### src/hdl/stm_pkg.sv
package stm_pkg;

  localparam int NUM_TRANS = 8;
  localparam int DEPTH = 16;
  localparam int NUM_SEGMENT = 2;
  localparam int IDX_W = 4;
  localparam int TRANS_W = 3;
  localparam int MEM_WORDS = NUM_SEGMENT * DEPTH * NUM_TRANS;
  localparam logic [15:0] REP_INFINITE = 16'hffff;

  localparam int AXI_ADDR_W = 12;
  localparam int AXI_DATA_W = 32;

  localparam logic [AXI_ADDR_W-1:0] ADDR_CTRL = 12'h000;
  localparam logic [AXI_ADDR_W-1:0] ADDR_TRANS = 12'h004;
  localparam logic [AXI_ADDR_W-1:0] ADDR_CYCLE0 = 12'h008;
  localparam logic [AXI_ADDR_W-1:0] ADDR_CYCLE1 = 12'h00c;
  localparam logic [AXI_ADDR_W-1:0] ADDR_FREQ_DIV0 = 12'h010;
  localparam logic [AXI_ADDR_W-1:0] ADDR_FREQ_DIV1 = 12'h014;
  localparam logic [AXI_ADDR_W-1:0] ADDR_REP0 = 12'h018;
  localparam logic [AXI_ADDR_W-1:0] ADDR_REP1 = 12'h01c;
  localparam logic [AXI_ADDR_W-1:0] ADDR_STATUS = 12'h020;
  localparam logic [AXI_ADDR_W-1:0] MEM_BASE = 12'h400;

  typedef enum logic [1:0] {
    TRANS_IMMEDIATE = 2'd0,
    TRANS_SYNC_IDX  = 2'd1,
    TRANS_GPIO      = 2'd2
  } trans_mode_e;

  typedef logic [NUM_SEGMENT-1:0][15:0] seg_word_t;
  typedef logic [NUM_SEGMENT-1:0][IDX_W-1:0] seg_idx_t;

  typedef struct packed {
    logic update;
    logic req_rd_segment;
    trans_mode_e transition_mode;
    logic [7:0] transition_value;
    seg_word_t cycle;
    seg_word_t freq_div;
    seg_word_t rep;
  } stm_settings_t;

  typedef struct packed {
    logic en;
    logic seg;
    logic [IDX_W-1:0] idx;
    logic [TRANS_W-1:0] trans;
    logic [7:0] intensity;
    logic [7:0] phase;
  } pattern_wr_t;

  typedef struct packed {
    logic segment;
    logic stop;
    logic [IDX_W-1:0] idx;
  } stm_status_t;

endpackage

### src/hdl/stm_regs.sv
`timescale 1ns/1ps
module stm_regs
  import stm_pkg::*;
(
  input  logic                  CLK,
  input  logic                  reset,
  input  logic [AXI_ADDR_W-1:0] awaddr,
  input  logic                  awvalid,
  output logic                  awready,
  input  logic [AXI_DATA_W-1:0] wdata,
  input  logic                  wvalid,
  output logic                  wready,
  output logic [1:0]            bresp,
  output logic                  bvalid,
  input  logic                  bready,
  input  logic [AXI_ADDR_W-1:0] araddr,
  input  logic                  arvalid,
  output logic                  arready,
  output logic [AXI_DATA_W-1:0] rdata,
  output logic [1:0]            rresp,
  output logic                  rvalid,
  input  logic                  rready,
  output stm_settings_t         settings,
  output pattern_wr_t           pattern_wr,
  input  stm_status_t           status
);

  logic wr_go;
  logic wr_en;
  logic ar_go;
  logic mem_sel;
  logic [AXI_DATA_W-1:0] rd_mux;

  assign wr_go = awvalid && wvalid && !awready && !bvalid; // both channels held, none in flight.
  assign wr_en = awready && awvalid && wvalid;
  assign ar_go = arvalid && !arready && !rvalid;
  assign mem_sel = awaddr[AXI_ADDR_W-1:10] == MEM_BASE[AXI_ADDR_W-1:10];

  assign bresp = 2'b00;
  assign rresp = 2'b00;

  always_ff @(posedge CLK) begin
    if (reset) begin
      awready <= 1'b0;
      wready <= 1'b0;
      bvalid <= 1'b0;
      arready <= 1'b0;
      rvalid <= 1'b0;
      settings <= '0;
      pattern_wr.en <= 1'b0;
    end else begin
      awready <= wr_go;
      wready <= wr_go;
      if (wr_en) begin
        bvalid <= 1'b1;
      end else if (bready) begin
        bvalid <= 1'b0;
      end

      settings.update <= wr_en && (awaddr == ADDR_CTRL) && wdata[0];
      if (wr_en) begin
        case (awaddr)
          ADDR_TRANS: begin
            settings.req_rd_segment <= wdata[0];
            settings.transition_mode <= trans_mode_e'(wdata[2:1]);
            settings.transition_value <= wdata[15:8];
          end
          ADDR_CYCLE0:    settings.cycle[0] <= wdata[15:0];
          ADDR_CYCLE1:    settings.cycle[1] <= wdata[15:0];
          ADDR_FREQ_DIV0: settings.freq_div[0] <= wdata[15:0];
          ADDR_FREQ_DIV1: settings.freq_div[1] <= wdata[15:0];
          ADDR_REP0:      settings.rep[0] <= wdata[15:0];
          ADDR_REP1:      settings.rep[1] <= wdata[15:0];
          default: ;
        endcase
      end

      // word offset is {seg, idx, trans}.
      pattern_wr.en <= wr_en && mem_sel;
      pattern_wr.seg <= awaddr[9];
      pattern_wr.idx <= awaddr[8:5];
      pattern_wr.trans <= awaddr[4:2];
      pattern_wr.intensity <= wdata[15:8];
      pattern_wr.phase <= wdata[7:0];

      arready <= ar_go;
      if (arready) begin
        rvalid <= 1'b1;
      end else if (rready) begin
        rvalid <= 1'b0;
      end
    end
  end

  always_comb begin
    rd_mux = '0;
    case (araddr)
      ADDR_TRANS: rd_mux = {16'd0, settings.transition_value, 5'd0,
                            settings.transition_mode, settings.req_rd_segment};
      ADDR_CYCLE0:    rd_mux[15:0] = settings.cycle[0];
      ADDR_CYCLE1:    rd_mux[15:0] = settings.cycle[1];
      ADDR_FREQ_DIV0: rd_mux[15:0] = settings.freq_div[0];
      ADDR_FREQ_DIV1: rd_mux[15:0] = settings.freq_div[1];
      ADDR_REP0:      rd_mux[15:0] = settings.rep[0];
      ADDR_REP1:      rd_mux[15:0] = settings.rep[1];
      ADDR_STATUS:    rd_mux = {20'd0, status.idx, 6'd0, status.stop, status.segment};
      default: ; // control and pattern memory read as zero.
    endcase
  end

  always_ff @(posedge CLK) begin
    if (arready) begin
      rdata <= rd_mux;
    end
  end

  a_bvalid_hold: assert property (@(posedge CLK) disable iff (reset)
    bvalid && !bready |=> bvalid);

endmodule

### config.mk
export PLATFORM = sky130hd
export DESIGN_NAME = stm_regs
export DESIGN_NICKNAME = d
export VERILOG_FILES = /design/src/hdl/stm_pkg.sv /design/src/hdl/stm_regs.sv
export SDC_FILE = /design/constraint.sdc
export NUM_CORES = 1
export LEC_CHECK = 0
export ABC_CLOCK_PERIOD_IN_PS = 2900
export BUFFER_PORTS_ARGS = -buffer_cell sky130_fd_sc_hd__buf_2
export CAP_MARGIN = 25
export CORE_UTILIZATION = 45
export DETAILED_ROUTE_END_ITERATION = 10
export PLACE_DENSITY_LB_ADDON = 0.3
export SLEW_MARGIN = 0
export SYNTH_ARGS = -nofsm -noshare
export SYNTH_HDL_FRONTEND = slang
export SYNTH_SLANG_ARGS = --single-unit
### constraint.sdc
create_clock -name CLK -period 2.9 [get_ports CLK]
set_clock_uncertainty 0.2 [all_clocks]
set_input_delay 0.435 -clock CLK [delete_from_list [all_inputs] [get_ports CLK]]
set_output_delay 0.435 -clock CLK [all_outputs]
set_load 0.02 [all_outputs]
==> impl_results.md <==
- Number of global-route vias before repair: 4843
- TritonCTS buffer count: 17
- Filler instances: 1190
- Reg-to-reg startpoint: wready
- Dpl cells: 909
- Die outline area: 14700 sq um
- Chip width: 121 um
- TritonCTS clock tree: built
- CP max-delay cell: nor3b_1
- Clk slew on worst S/H paths: 0.06 ns
- Area delta synth->final: 26.8%
- EDFF count, synth: 40
- Fin nets: 818
- Clock tree root buffer cell: clkbuf_16
- Vias per cell: 5.39
- Ys async rst share: 0%
- Placed cell area: 7550 sq um
- Hpwl dp: 12.9 mm
- Yosys cell types: 39
- Hold Path Stages: 1
- Initial Util: 46.2%
- Gate Count Post-Synth: 541
- Final WS setup: 0.471 ns
- Initial antenna violation count: 0
- Placeable Area: 13900 sq um
- Reg-to-Reg End: settings[28]
- Largest net degree at the start of global routing: 82
- Syn_area_per_cell: 11.9 sq um
- Worst Hold Class: input pin to flop
- Worst hold slack: 0.0409 ns
- DR vias: 5074
- WL/cell: 19.4 um
- Port bufs: 206
- Setup TNS: 0 ns
- DR WL met3: 1.32 mm
- Cts hold-fix bufs: 1
- RSZ-0062 raised after global routing: no
- Mapped Area: 6410 sq um
- Initial DRC Count: 355
- M1 WL: 7.72 mm
- Worst Path Max Fanout: 15
- Hold path endpoint: pattern_wr[19]
- Slew of the pin with the lowest slew margin: 0.891 ns
- Leading cell type in the layout, fill and taps excluded: buf_2
- Register area: 3460 sq um
- Bufs on Longest Clock Path: 2
- Setup WS pre-CTS: 0.390 ns
- Non-filler instance count after layout: 942
- Syn. warnings: 0
- MaxCap Viol Count: 0
- FP Rows: 43
- DRT Pass-1 Iters: 5
- DRC Markers: 0
- Max-slew headroom: 40.5%
- Total chip power: 4.66 mW
- Worst stage delay on the critical path: 0.54 ns
- Final Hold Fails: 0
- Most frequent cells in the layout: 205 x buf_2, 117 x nor2_1, 113 x dfxtp_1
- First-pass GRT wire length: 27.0 mm
- Tcrit/Tclk final: 83.8%
- Post-route minimum period: 2.43 ns
- All-Layer GR Usage: 24.9%
- Power density over the cells: 573 nW/um^2
- Clk_lat worst skew: 0.43 ns
- Peak VDD IR: 0.375 mV
- Pleak: 4.31 nW
- HP Start: awaddr[5]
- Layout Utilization: 58.6%
- Antenna Nets Post-Route: 0
- Top sig layer: met4
- Crit-path leading delay family: buffers and inverters
- Slew Limit Fails: 0
- Crit start category: input pin
- I/O pins: 243
- Multi-input gate area: 2680 sq um
- R2R cell count: 5
- Chip Height: 121 um
- Met2 Routed Length: 8.83 mm
- GPL Wtd Cong: 0.811
- Crit-path cells: dlygate4sd3_1 -> buf_2 -> nor3b_1 -> nand4_2 -> buf_4 -> mux2i_1 -> nor2_1
- CTS Sinks: 153
- Fmax: 412 MHz
- Outcome: finished clean
- Buf/Inv on CP: 3
- Yosys reg bits: 153
- Register area share after synthesis: 54.0%
- Cts repair resizes: 0
- Grt total ovfl: 0
- Main flop type after synthesis: dfxtp_1
- CP Class: input pin to flop
- Crit path DAT: 2.51 ns
- CTS HTree Levels: 4
- CP Capture Type: flop
- Final WL: 18.3 mm
- R2r setup slk: 0.86 ns
- Antenna diodes: 0
- Share of layout cells above drive strength 1: 37.5%
- Fin area: 8130 sq um
- Post-CTS Setup Bufs: 0
- Setup-failing EPs final: 0
- CP Data Required Time: 2.98 ns
==> state kept, by name, indices dropped and copies added, names as in the netlist <==
name / count
wready: 1
rdata: 16
bvalid: 1
arready: 1
settings: 108
pattern_wr: 25
rvalid: 1
==> layout make-up <==
cell class                      instances  share of cell area (%)
Inverter                                5                   0.231
Multi-Input combinational cell        349                    32.9
Sequential cell                       153                    42.6
Timing Repair Buffer                  223                    14.5
Tap cell                              180                    2.77
Clock buffer                           19                    5.57
Clock inverter                         13                    1.46
==> worst reg2reg max path, stage by stage, from the launching register on <==
cell and delay [ns]:
dfxtp_1 0.38, and4b_1 0.48, nand4_2 0.20, buf_4 0.30, mux2i_1 0.27, nor2_1 0.07
==> how the worst max path moves through the flow <==
stage	from	cells after the start	slack, ns	to
2_1_floorplan	araddr[2]	5	0.72	rdata[10]
3_3_place_gp	araddr[3]	5	0.45	rdata[11]
3_5_place_dp	araddr[3]	5	0.39	rdata[9]
4_1_cts	awaddr[2]	7	0.49	settings[28]
5_1_grt	awaddr[2]	7	0.38	settings[28]
6_report	awaddr[2]	7	0.47	settings[28]
==> power by group <==
part / total (mW) / switching [mW] / internal, mW / leakage [nW]
clock: 2.14 / 0.905 / 1.23 / 0.273
combinational: 0.288 / 0.206 / 0.0819 / 2.74
sequential: 2.24 / 0.0122 / 2.23 / 1.30
total: 4.66 / 1.12 / 3.54 / 4.31
==> synthesized netlist by cell type (2+ instances only) <==
cell | number | area (sq um)
o32ai_1 | 3 | 26.3
nor2b_1 | 2 | 12.5
a21oi_1 | 2 | 10.0
inv_1 | 5 | 18.8
mux2_2 | 5 | 56.3
dfxtp_1 | 113 | 2260
nor2_1 | 117 | 439
a22o_1 | 11 | 96.3
nand3_1 | 3 | 15.0
edfxtp_1 | 40 | 1200
nor4_1 | 5 | 31.3
buf_1 | 2 | 7.51
a2bb2oi_1 | 2 | 17.5
a22oi_1 | 17 | 128
mux2i_1 | 112 | 1120
nand2_1 | 4 | 15.0
nor4b_1 | 3 | 26.3
buf_4 | 21 | 158
and3_1 | 2 | 12.5
nand4_2 | 6 | 75.1
mux4_2 | 16 | 360
buf_2 | 6 | 30.0
clkbuf_1 | 18 | 67.6
buf_6 | 6 | 67.6
o21ai_0 | 6 | 30.0
==> kinds of logic after synthesis <==
family / count (synthesis) / share of synthesized area, %
buffers and inverters: 58 / 5.44
other: 1 / 0.0585
DFF: 153 / 54.0
and+or+nand+nor: 155 / 11.7
AOI/OAI and AO/OA: 41 / 4.80
muxes: 133 / 24.0
==> metal layers <==
layer | track usage (%) | up-vias
met1 | 31.4 | 2492
met5 | 0 | -
met2 | 39.8 | 209
li1 | - | 2334
met3 | 6.34 | 39
met4 | 11.9 | 0
Power figures use the tool's default switching activity.
