**config.mk**
```make
export PLATFORM = sky130hd
export DESIGN_NAME = stm
export DESIGN_NICKNAME = d
export VERILOG_FILES = /design/src/hdl/stm_pkg.sv /design/src/hdl/stm_timer.sv /design/src/hdl/stm_swapchain.sv /design/src/hdl/stm_gain.sv /design/src/hdl/stm.sv
export SDC_FILE = /design/constraint.sdc
export NUM_CORES = 2
export LEC_CHECK = 0
export BUFFER_PORTS_ARGS = -buffer_cell sky130_fd_sc_hd__buf_2
export CORE_UTILIZATION = 30
export DETAILED_ROUTE_END_ITERATION = 12
export REMOVE_ABC_BUFFERS = 1
export SYNTH_ARGS = -nofsm -noshare
export SYNTH_HDL_FRONTEND = slang
export SYNTH_HIERARCHICAL = 1
export SYNTH_SLANG_ARGS = --single-unit
export TNS_END_PERCENT = 20
```
**constraint.sdc**
```tcl
create_clock -name CLK -period 4.9 [get_ports CLK]
set_input_delay 0.49 -clock CLK [delete_from_list [all_inputs] [get_ports CLK]]
set_output_delay 0.49 -clock CLK [all_outputs]
set_load 0.1 [all_outputs]
```
**src/hdl/stm_pkg.sv**
```systemverilog
package stm_pkg;

  localparam int NUM_TRANS = 8;
  localparam int DEPTH = 16;
  localparam int NUM_SEGMENT = 2;
  localparam int IDX_W = 4;
  localparam int TRANS_W = 3;
  localparam int MEM_WORDS = NUM_SEGMENT * DEPTH * NUM_TRANS;
  localparam logic [15:0] REP_INFINITE = 16'hffff;

  localparam int AXI_ADDR_W = 12;
  localparam int AXI_DATA_W = 32;

  localparam logic [AXI_ADDR_W-1:0] ADDR_CTRL = 12'h000;
  localparam logic [AXI_ADDR_W-1:0] ADDR_TRANS = 12'h004;
  localparam logic [AXI_ADDR_W-1:0] ADDR_CYCLE0 = 12'h008;
  localparam logic [AXI_ADDR_W-1:0] ADDR_CYCLE1 = 12'h00c;
  localparam logic [AXI_ADDR_W-1:0] ADDR_FREQ_DIV0 = 12'h010;
  localparam logic [AXI_ADDR_W-1:0] ADDR_FREQ_DIV1 = 12'h014;
  localparam logic [AXI_ADDR_W-1:0] ADDR_REP0 = 12'h018;
  localparam logic [AXI_ADDR_W-1:0] ADDR_REP1 = 12'h01c;
  localparam logic [AXI_ADDR_W-1:0] ADDR_STATUS = 12'h020;
  localparam logic [AXI_ADDR_W-1:0] MEM_BASE = 12'h400;

  typedef enum logic [1:0] {
    TRANS_IMMEDIATE = 2'd0,
    TRANS_SYNC_IDX  = 2'd1,
    TRANS_GPIO      = 2'd2
  } trans_mode_e;

  typedef logic [NUM_SEGMENT-1:0][15:0] seg_word_t;
  typedef logic [NUM_SEGMENT-1:0][IDX_W-1:0] seg_idx_t;

  typedef struct packed {
    logic update;
    logic req_rd_segment;
    trans_mode_e transition_mode;
    logic [7:0] transition_value;
    seg_word_t cycle;
    seg_word_t freq_div;
    seg_word_t rep;
  } stm_settings_t;

  typedef struct packed {
    logic en;
    logic seg;
    logic [IDX_W-1:0] idx;
    logic [TRANS_W-1:0] trans;
    logic [7:0] intensity;
    logic [7:0] phase;
  } pattern_wr_t;

  typedef struct packed {
    logic segment;
    logic stop;
    logic [IDX_W-1:0] idx;
  } stm_status_t;

endpackage

```
**src/hdl/stm_timer.sv**
```systemverilog
`timescale 1ns/1ps
module stm_timer
  import stm_pkg::*;
(
  input  logic      CLK,
  input  logic      reset,
  input  logic      update_settings_in,
  input  seg_word_t cycle,
  input  seg_word_t freq_div,
  output seg_idx_t  idx,
  output logic      update_settings_out
);

  seg_word_t presc;

  always_ff @(posedge CLK) begin
    if (reset) begin
      presc <= '0;
      idx <= '0;
      update_settings_out <= 1'b0;
    end else begin
      update_settings_out <= update_settings_in; // lines up with the restarted counters.
      for (int s = 0; s < NUM_SEGMENT; s++) begin
        if (update_settings_in) begin
          // both segments restart together so they stay phase aligned.
          presc[s] <= '0;
          idx[s] <= '0;
        end else if (presc[s] == freq_div[s] - 16'd1) begin
          presc[s] <= '0;
          if (16'(idx[s]) == cycle[s] - 16'd1) begin
            idx[s] <= '0;
          end else begin
            idx[s] <= idx[s] + 1'b1;
          end
        end else begin
          presc[s] <= presc[s] + 16'd1;
        end
      end
    end
  end

endmodule

```
**src/hdl/stm_swapchain.sv**
```systemverilog
`timescale 1ns/1ps
module stm_swapchain
  import stm_pkg::*;
(
  input  logic        CLK,
  input  logic        reset,
  input  logic        update_settings,
  input  logic        req_rd_segment,
  input  trans_mode_e transition_mode,
  input  logic [7:0]  transition_value,
  input  seg_word_t   cycle,
  input  seg_word_t   rep,
  input  seg_idx_t    sync_idx,
  input  logic [3:0]  gpio_in,
  output logic        stop,
  output logic        segment,
  output seg_idx_t    idx
);

  logic [3:0] gpio_meta;
  logic [3:0] gpio_sync;
  logic [3:0] gpio_prev;
  logic gpio_rise;
  logic pending;
  logic req_seg;
  trans_mode_e mode_q;
  logic counting;
  logic [15:0] loop_cnt;
  seg_idx_t idx_q;
  logic [NUM_SEGMENT-1:0] wrap;
  logic switch_now;
  logic last_loop;

  // a wrap is the step from cycle-1 to 0, the restart on update does not count.
  always_comb begin
    for (int s = 0; s < NUM_SEGMENT; s++) begin
      wrap[s] = !update_settings && (sync_idx[s] != idx_q[s]) &&
                (16'(idx_q[s]) == cycle[s] - 16'd1);
    end
  end

  assign gpio_rise = (transition_value < 8'd4) && gpio_sync[transition_value[1:0]] &&
                     !gpio_prev[transition_value[1:0]];

  assign switch_now = pending && (((mode_q == TRANS_SYNC_IDX) && wrap[req_seg]) ||
                                  ((mode_q == TRANS_GPIO) && gpio_rise));

  assign last_loop = counting && !stop && wrap[segment] && (loop_cnt == rep[segment]) &&
                     (rep[segment] != REP_INFINITE);

  always_ff @(posedge CLK) begin
    if (reset) begin
      gpio_meta <= '0;
      gpio_sync <= '0;
      gpio_prev <= '0;
      pending <= 1'b0;
      req_seg <= 1'b0;
      mode_q <= TRANS_IMMEDIATE;
      counting <= 1'b0;
      loop_cnt <= '0;
      idx_q <= '0;
      stop <= 1'b0;
      segment <= 1'b0;
    end else begin
      gpio_meta <= gpio_in;
      gpio_sync <= gpio_meta;
      gpio_prev <= gpio_sync;
      idx_q <= sync_idx;
      if (update_settings && (transition_mode == TRANS_IMMEDIATE)) begin
        segment <= req_rd_segment;
        pending <= 1'b0;
        counting <= 1'b1;
        loop_cnt <= '0;
        stop <= 1'b0;
      end else if (update_settings) begin
        pending <= 1'b1; // held until the sync index or gpio edge arrives.
        req_seg <= req_rd_segment;
        mode_q <= transition_mode;
      end else if (switch_now) begin
        segment <= req_seg;
        pending <= 1'b0;
        counting <= 1'b1;
        loop_cnt <= '0;
        stop <= 1'b0;
      end else if (counting && !stop && wrap[segment]) begin
        loop_cnt <= loop_cnt + 16'd1;
        stop <= last_loop;
      end
    end
  end

  always_comb begin
    for (int s = 0; s < NUM_SEGMENT; s++) begin
      idx[s] = sync_idx[s];
      if ((segment == 1'(s)) && (stop || last_loop)) begin
        idx[s] = cycle[s][IDX_W-1:0] - 1'b1; // parked on the last pattern.
      end
    end
  end

  a_seg_after_req: assert property (@(posedge CLK) disable iff (reset)
    $changed(segment) |-> $past(pending || update_settings));

endmodule

```
**src/hdl/stm_gain.sv**
```systemverilog
`timescale 1ns/1ps
module stm_gain
  import stm_pkg::*;
(
  input  logic             CLK,
  input  logic             reset,
  input  logic             start,
  input  logic             segment,
  input  logic [IDX_W-1:0] idx,
  input  pattern_wr_t      pattern_wr,
  output logic [7:0]       intensity,
  output logic [7:0]       phase,
  output logic             dout_valid
);

  logic [15:0] mem [MEM_WORDS];
  logic [15:0] rd_data;
  logic [TRANS_W-1:0] trans_cnt;
  logic active;
  logic seg_q;
  logic [IDX_W-1:0] idx_q;

  always_ff @(posedge CLK) begin
    if (pattern_wr.en) begin
      mem[{pattern_wr.seg, pattern_wr.idx, pattern_wr.trans}] <=
        {pattern_wr.intensity, pattern_wr.phase};
    end
  end

  always_ff @(posedge CLK) begin
    if (reset) begin
      active <= 1'b0;
      trans_cnt <= '0;
      dout_valid <= 1'b0;
    end else begin
      dout_valid <= active; // matches the one cycle read latency.
      if (start) begin
        active <= 1'b1;
        trans_cnt <= '0;
      end else if (active) begin
        trans_cnt <= trans_cnt + 1'b1;
        if (trans_cnt == TRANS_W'(NUM_TRANS - 1)) begin
          active <= 1'b0;
        end
      end
    end
  end

  // the pattern is frozen at start so a later capture cannot tear a burst.
  always_ff @(posedge CLK) begin
    if (start) begin
      seg_q <= segment;
      idx_q <= idx;
    end
    rd_data <= mem[{seg_q, idx_q, trans_cnt}];
  end

  assign intensity = rd_data[15:8];
  assign phase = rd_data[7:0];

endmodule

```
**src/hdl/stm.sv**
```systemverilog
`timescale 1ns/1ps
module stm
  import stm_pkg::*;
(
  input  logic          CLK,
  input  logic          reset,
  input  logic          update,
  input  logic [3:0]    gpio_in,
  input  stm_settings_t settings,
  input  pattern_wr_t   pattern_wr,
  output stm_status_t   status,
  output logic [7:0]    intensity,
  output logic [7:0]    phase,
  output logic          dout_valid
);

  seg_idx_t timer_idx;
  seg_idx_t sw_idx;
  logic update_settings;
  logic sw_stop;
  logic sw_segment;
  logic stop_q;
  logic start;
  logic segment;
  logic [IDX_W-1:0] idx;

  stm_timer stm_timer_i (
    .CLK                 (CLK),
    .reset               (reset),
    .update_settings_in  (settings.update),
    .cycle               (settings.cycle),
    .freq_div            (settings.freq_div),
    .idx                 (timer_idx),
    .update_settings_out (update_settings)
  );

  stm_swapchain stm_swapchain_i (
    .CLK              (CLK),
    .reset            (reset),
    .update_settings  (update_settings),
    .req_rd_segment   (settings.req_rd_segment),
    .transition_mode  (settings.transition_mode),
    .transition_value (settings.transition_value),
    .cycle            (settings.cycle),
    .rep              (settings.rep),
    .sync_idx         (timer_idx),
    .gpio_in          (gpio_in),
    .stop             (sw_stop),
    .segment          (sw_segment),
    .idx              (sw_idx)
  );

  stm_gain stm_gain_i (
    .CLK        (CLK),
    .reset      (reset),
    .start      (start),
    .segment    (segment),
    .idx        (idx),
    .pattern_wr (pattern_wr),
    .intensity  (intensity),
    .phase      (phase),
    .dout_valid (dout_valid)
  );

  always_ff @(posedge CLK) begin
    if (reset) begin
      start <= 1'b0;
      segment <= 1'b0;
      idx <= '0;
      stop_q <= 1'b0;
    end else begin
      start <= update;
      stop_q <= sw_stop;
      // the rising stop captures the parked index once. later updates replay it.
      if ((update && !sw_stop) || (sw_stop && !stop_q)) begin
        segment <= sw_segment;
        idx <= sw_idx[sw_segment];
      end
    end
  end

  assign status = '{segment: segment, stop: sw_stop, idx: idx};

  a_start_stream: assert property (@(posedge CLK) disable iff (reset)
    start |-> $past(update) ##2 dout_valid);

endmodule

```
==> results.json <==
{
  "status": "complete, but fails checks",
  "violations": "capacitance limit, slew limit",
  "dr.pass1.iters": 6,
  "worstSkewPairLatency_ns": 1.04,
  "mostFrequentLayoutCells": "4,101 x edfxtp_1, 808 x mux4_2, 576 x mux2i_1",
  "wl_mm": 452,
  "post_drt_wl_per_cell_um": 27.2,
  "vias": 87500,
  "final_area_um2": 192000,
  "reg2regPathDepth": 10,
  "drv_cap": 1,
  "syn_area_per_cell_um2": 20.0,
  "gp_congestion": 0.887,
  "critPathTopFamily": "buffers and inverters",
  "cp_cell_sequence": "buf_4 -> buf_4 -> mux4_2 -> mux4_2 -> mux2i_1 -> buf_4 -> nor2_1 -> a2111oi_0 -> buf_4 -> nor4_1",
  "drc": 0,
  "finalCritPeriodShare_pct": 98.5,
  "cp_max_fo": 33,
  "die_h_um": 747,
  "worst_slack_ns": 0.0752,
  "synth_top_family_by_area": "multiplexers",
  "cts_tree": "done",
  "start_util_pct": 30.1,
  "cts_buffer_depth": 4,
  "synth-simple-area-share_pct": 3.33,
  "grt_pass1_vias": 86500,
  "synth.distinct_cells": 100,
  "synth_edf_count": 4101,
  "vias_per_cell": 5.27,
  "hpwl_mm": 280,
  "crit_top_cell": "buf_4",
  "worst_pin_slew_ns": 1.72,
  "post_synth_fa_ha_maj_area_fraction_pct": 0.0978,
  "regToRegSetupSlack_ns": 0.08,
  "placed_area_um2": 178000,
  "drt_iter0_drc": 11000,
  "ys_async_sr_fraction_pct": 0,
  "crit_end": "stm_gain_i/rd_data[0]",
  "layout-drive-gt1-share_pct": 24.0,
  "rows": 273,
  "cts.sinks": 4213,
  "hold_path.class": "in2reg",
  "muxShareOfSynthArea_pct": 14.7,
  "reg2reg_from": "stm_gain_i/trans_cnt[1]",
  "die-area_um2": 557000,
  "multi_input_area_um2": 38000,
  "place_inst": 15800,
  "synthToLayoutAreaGrowth_pct": 15.2,
  "fin_util_pct": 34.7,
  "synth-xor-area-share_pct": 0.537,
  "antenna_found_initial": 24,
  "cp.depth": 10,
  "critPathMaxStageDelay_ns": 1.30,
  "fin_skew_ns": 0.123,
  "period_minus_slack_ns": 4.82,
  "seqCellArea_um2": 125000,
  "finalMaxSlewViolations": 161,
  "overflow": 0,
  "yosysSeqAreaShare_pct": 75.4,
  "ys_ff_latch": 4213,
  "htree_levels": 5,
  "slew_headroom_pct": -14.4,
  "grtUsageTotal_pct": 15.6,
  "grt_pass1_wl_mm": 641,
  "die_x_um": 747,
  "worstPathArrival_ns": 5.74,
  "path_clk_slew_ns": 0.06,
  "crit_path_start": "stm_gain_i/trans_cnt[1]",
  "layout_commonest_cell": "edfxtp_1",
  "worstSetupPathType": "reg2reg",
  "clockRootBuffer": "clkbuf_16",
  "fill_cells": 50800,
  "synthCells": 8331,
  "synth-compound-area-share_pct": 4.03,
  "slowest_stage": "a2111oi_0",
  "end_kind": "register",
  "io_buffers": 162,
  "ir_drop_v": 0.000379,
  "fp.coreArea_um2": 552000,
  "numCtsBuffers": 404,
  "power_density_nw_per_um2": 387,
  "netlist_area_um2": 166000,
  "synth_flop_cell": "edfxtp_1",
  "fin_nets": 9124,
  "hold_viol_final": 0,
  "rsz0062_at_grt": "false",
  "worst-path-buf-inv": 4,
  "grt_start_max_net_pins": 200,
  "p_leak_nw": 57.4,
  "ios": 163,
  "fmax_mhz": 207,
  "place_ws_ns": 0.269,
  "fin_cells": 16600,
  "detail-route-antenna-nets": 0,
  "start_kind": "register",
  "ys_warn_count": 6,
  "worstReg2RegEnd": "stm_gain_i/rd_data[0]",
  "setup_viol": 0,
  "cp.required_ns": 5.81
}
worst register-to-register path, cell delays in order (launching register included):
cell and delay (ns):
dfxtp_4 0.68, buf_4 0.61, buf_4 0.49, mux4_2 0.42
mux4_2 0.51, mux2i_1 0.15, buf_4 0.19, nor2_1 0.05
a2111oi_0 1.30, buf_4 0.31, nor4_1 0.06
area by class of cell:
cell class	instances	share of cell area, %
Tap cell	7287	4.76
Clock buffer	496	5.51
Multi-Input combinational cell	3589	19.9
Clock inverter	237	1.27
Inverter	36	0.0758
Sequential cell	4213	65.5
Antenna cell	16	0.0209
Timing Repair Buffer	727	3.04
metrics by stage:
stage          TNS (ns)  hold slack (ns)  power [W]
2_1_floorplan   -908.53            0.412     0.0451
3_3_place_gp          0            0.426     0.0441
3_5_place_dp          0            0.434     0.0442
4_1_cts               0           0.0106     0.0747
5_1_grt               0           0.0113     0.0762
6_report              0          0.00525     0.0742
worst min path at each step:
stage	start	cells past startpoint	slack (ns)	endpoint
2_1_floorplan	stm_swapchain_i/gpio_sync[0]	2	0.41	stm_swapchain_i/gpio_prev[0]
3_3_place_gp	stm_swapchain_i/gpio_meta[2]	1	0.43	stm_swapchain_i/gpio_sync[2]
3_5_place_dp	stm_swapchain_i/gpio_meta[3]	1	0.43	stm_swapchain_i/gpio_sync[3]
4_1_cts	pattern_wr[0]	1	0.01	stm_gain_i/mem[21][0]
5_1_grt	pattern_wr[0]	1	0.01	stm_gain_i/mem[28][0]
6_report	pattern_wr[0]	1	0.005	stm_gain_i/mem[21][0]
what timing repair did:
action	in CTS	in global routing
hold buffers	21	0
endpoints found under the hold margin	253	0
resized for setup	0	0
setup buffers	0	0
Yosys cell counts (47+ instances only):
library cell | count | area share [%]
a21oi_1 | 121 | 0.36
a221oi_1 | 86 | 0.45
a22oi_1 | 51 | 0.23
buf_1 | 49 | 0.11
buf_2 | 95 | 0.29
buf_6 | 64 | 0.43
clkbuf_1 | 212 | 0.48
dfxtp_1 | 112 | 1.3
edfxtp_1 | 4101 | 74
mux2i_1 | 576 | 3.5
mux4_2 | 808 | 11
nand2_1 | 150 | 0.34
nand3_1 | 66 | 0.20
nand4_1 | 60 | 0.23
nor2_1 | 380 | 0.86
nor2b_1 | 47 | 0.18
nor3_1 | 198 | 0.60
o21ai_0 | 114 | 0.34
o221ai_1 | 143 | 0.75
o22ai_1 | 192 | 0.72
xnor2_1 | 50 | 0.26
xor2_1 | 52 | 0.27
cells by family after synthesis:
| group | count (synthesis) |
|---|---|
| AO/OA/AOI/OAI | 935 |
| XOR/XNOR | 102 |
| adder cells (fa/ha/maj) | 13 |
| buffers and inverters | 529 |
| flip-flops | 4213 |
| multiplexers | 1431 |
| AND/OR/NAND/NOR | 1108 |
report_power, final:
group / switching, W / total, W / internal (W)
combinational: 0.00243 / 0.00369 / 0.00126
sequential: 0.000115 / 0.0397 / 0.0396
clock: 0.0137 / 0.0308 / 0.0171
registers in the layout, indices dropped and copies added, names as in the netlist, 2 cells and up:
signal                     cells
stm_swapchain_i/mode_q         2
stm_gain_i/rd_data            16
stm_swapchain_i/gpio_meta      4
stm_swapchain_i/loop_cnt      16
stm_timer_i/idx                8
stm_gain_i/idx_q               4
stm_swapchain_i/gpio_prev      4
stm_swapchain_i/gpio_sync      4
stm_timer_i/presc             32
idx                            4
stm_gain_i/trans_cnt           3
stm_swapchain_i/idx_q          8
stm_gain_i/mem              4096
per-layer routing:
| layer | up-vias | track usage [%] | share of wire (%) |
|---|---|---|---|
| met2 | 4260 | 24.8 | 47 |
| li1 | 36100 | - | - |
| met3 | 749 | 3.46 | 9.2 |
| met1 | 46400 | 21.2 | 40 |
| met5 | - | 0 | 0.026 |
| met4 | 20 | 5.16 | 3.7 |
Power figures use the tool's default switching activity.
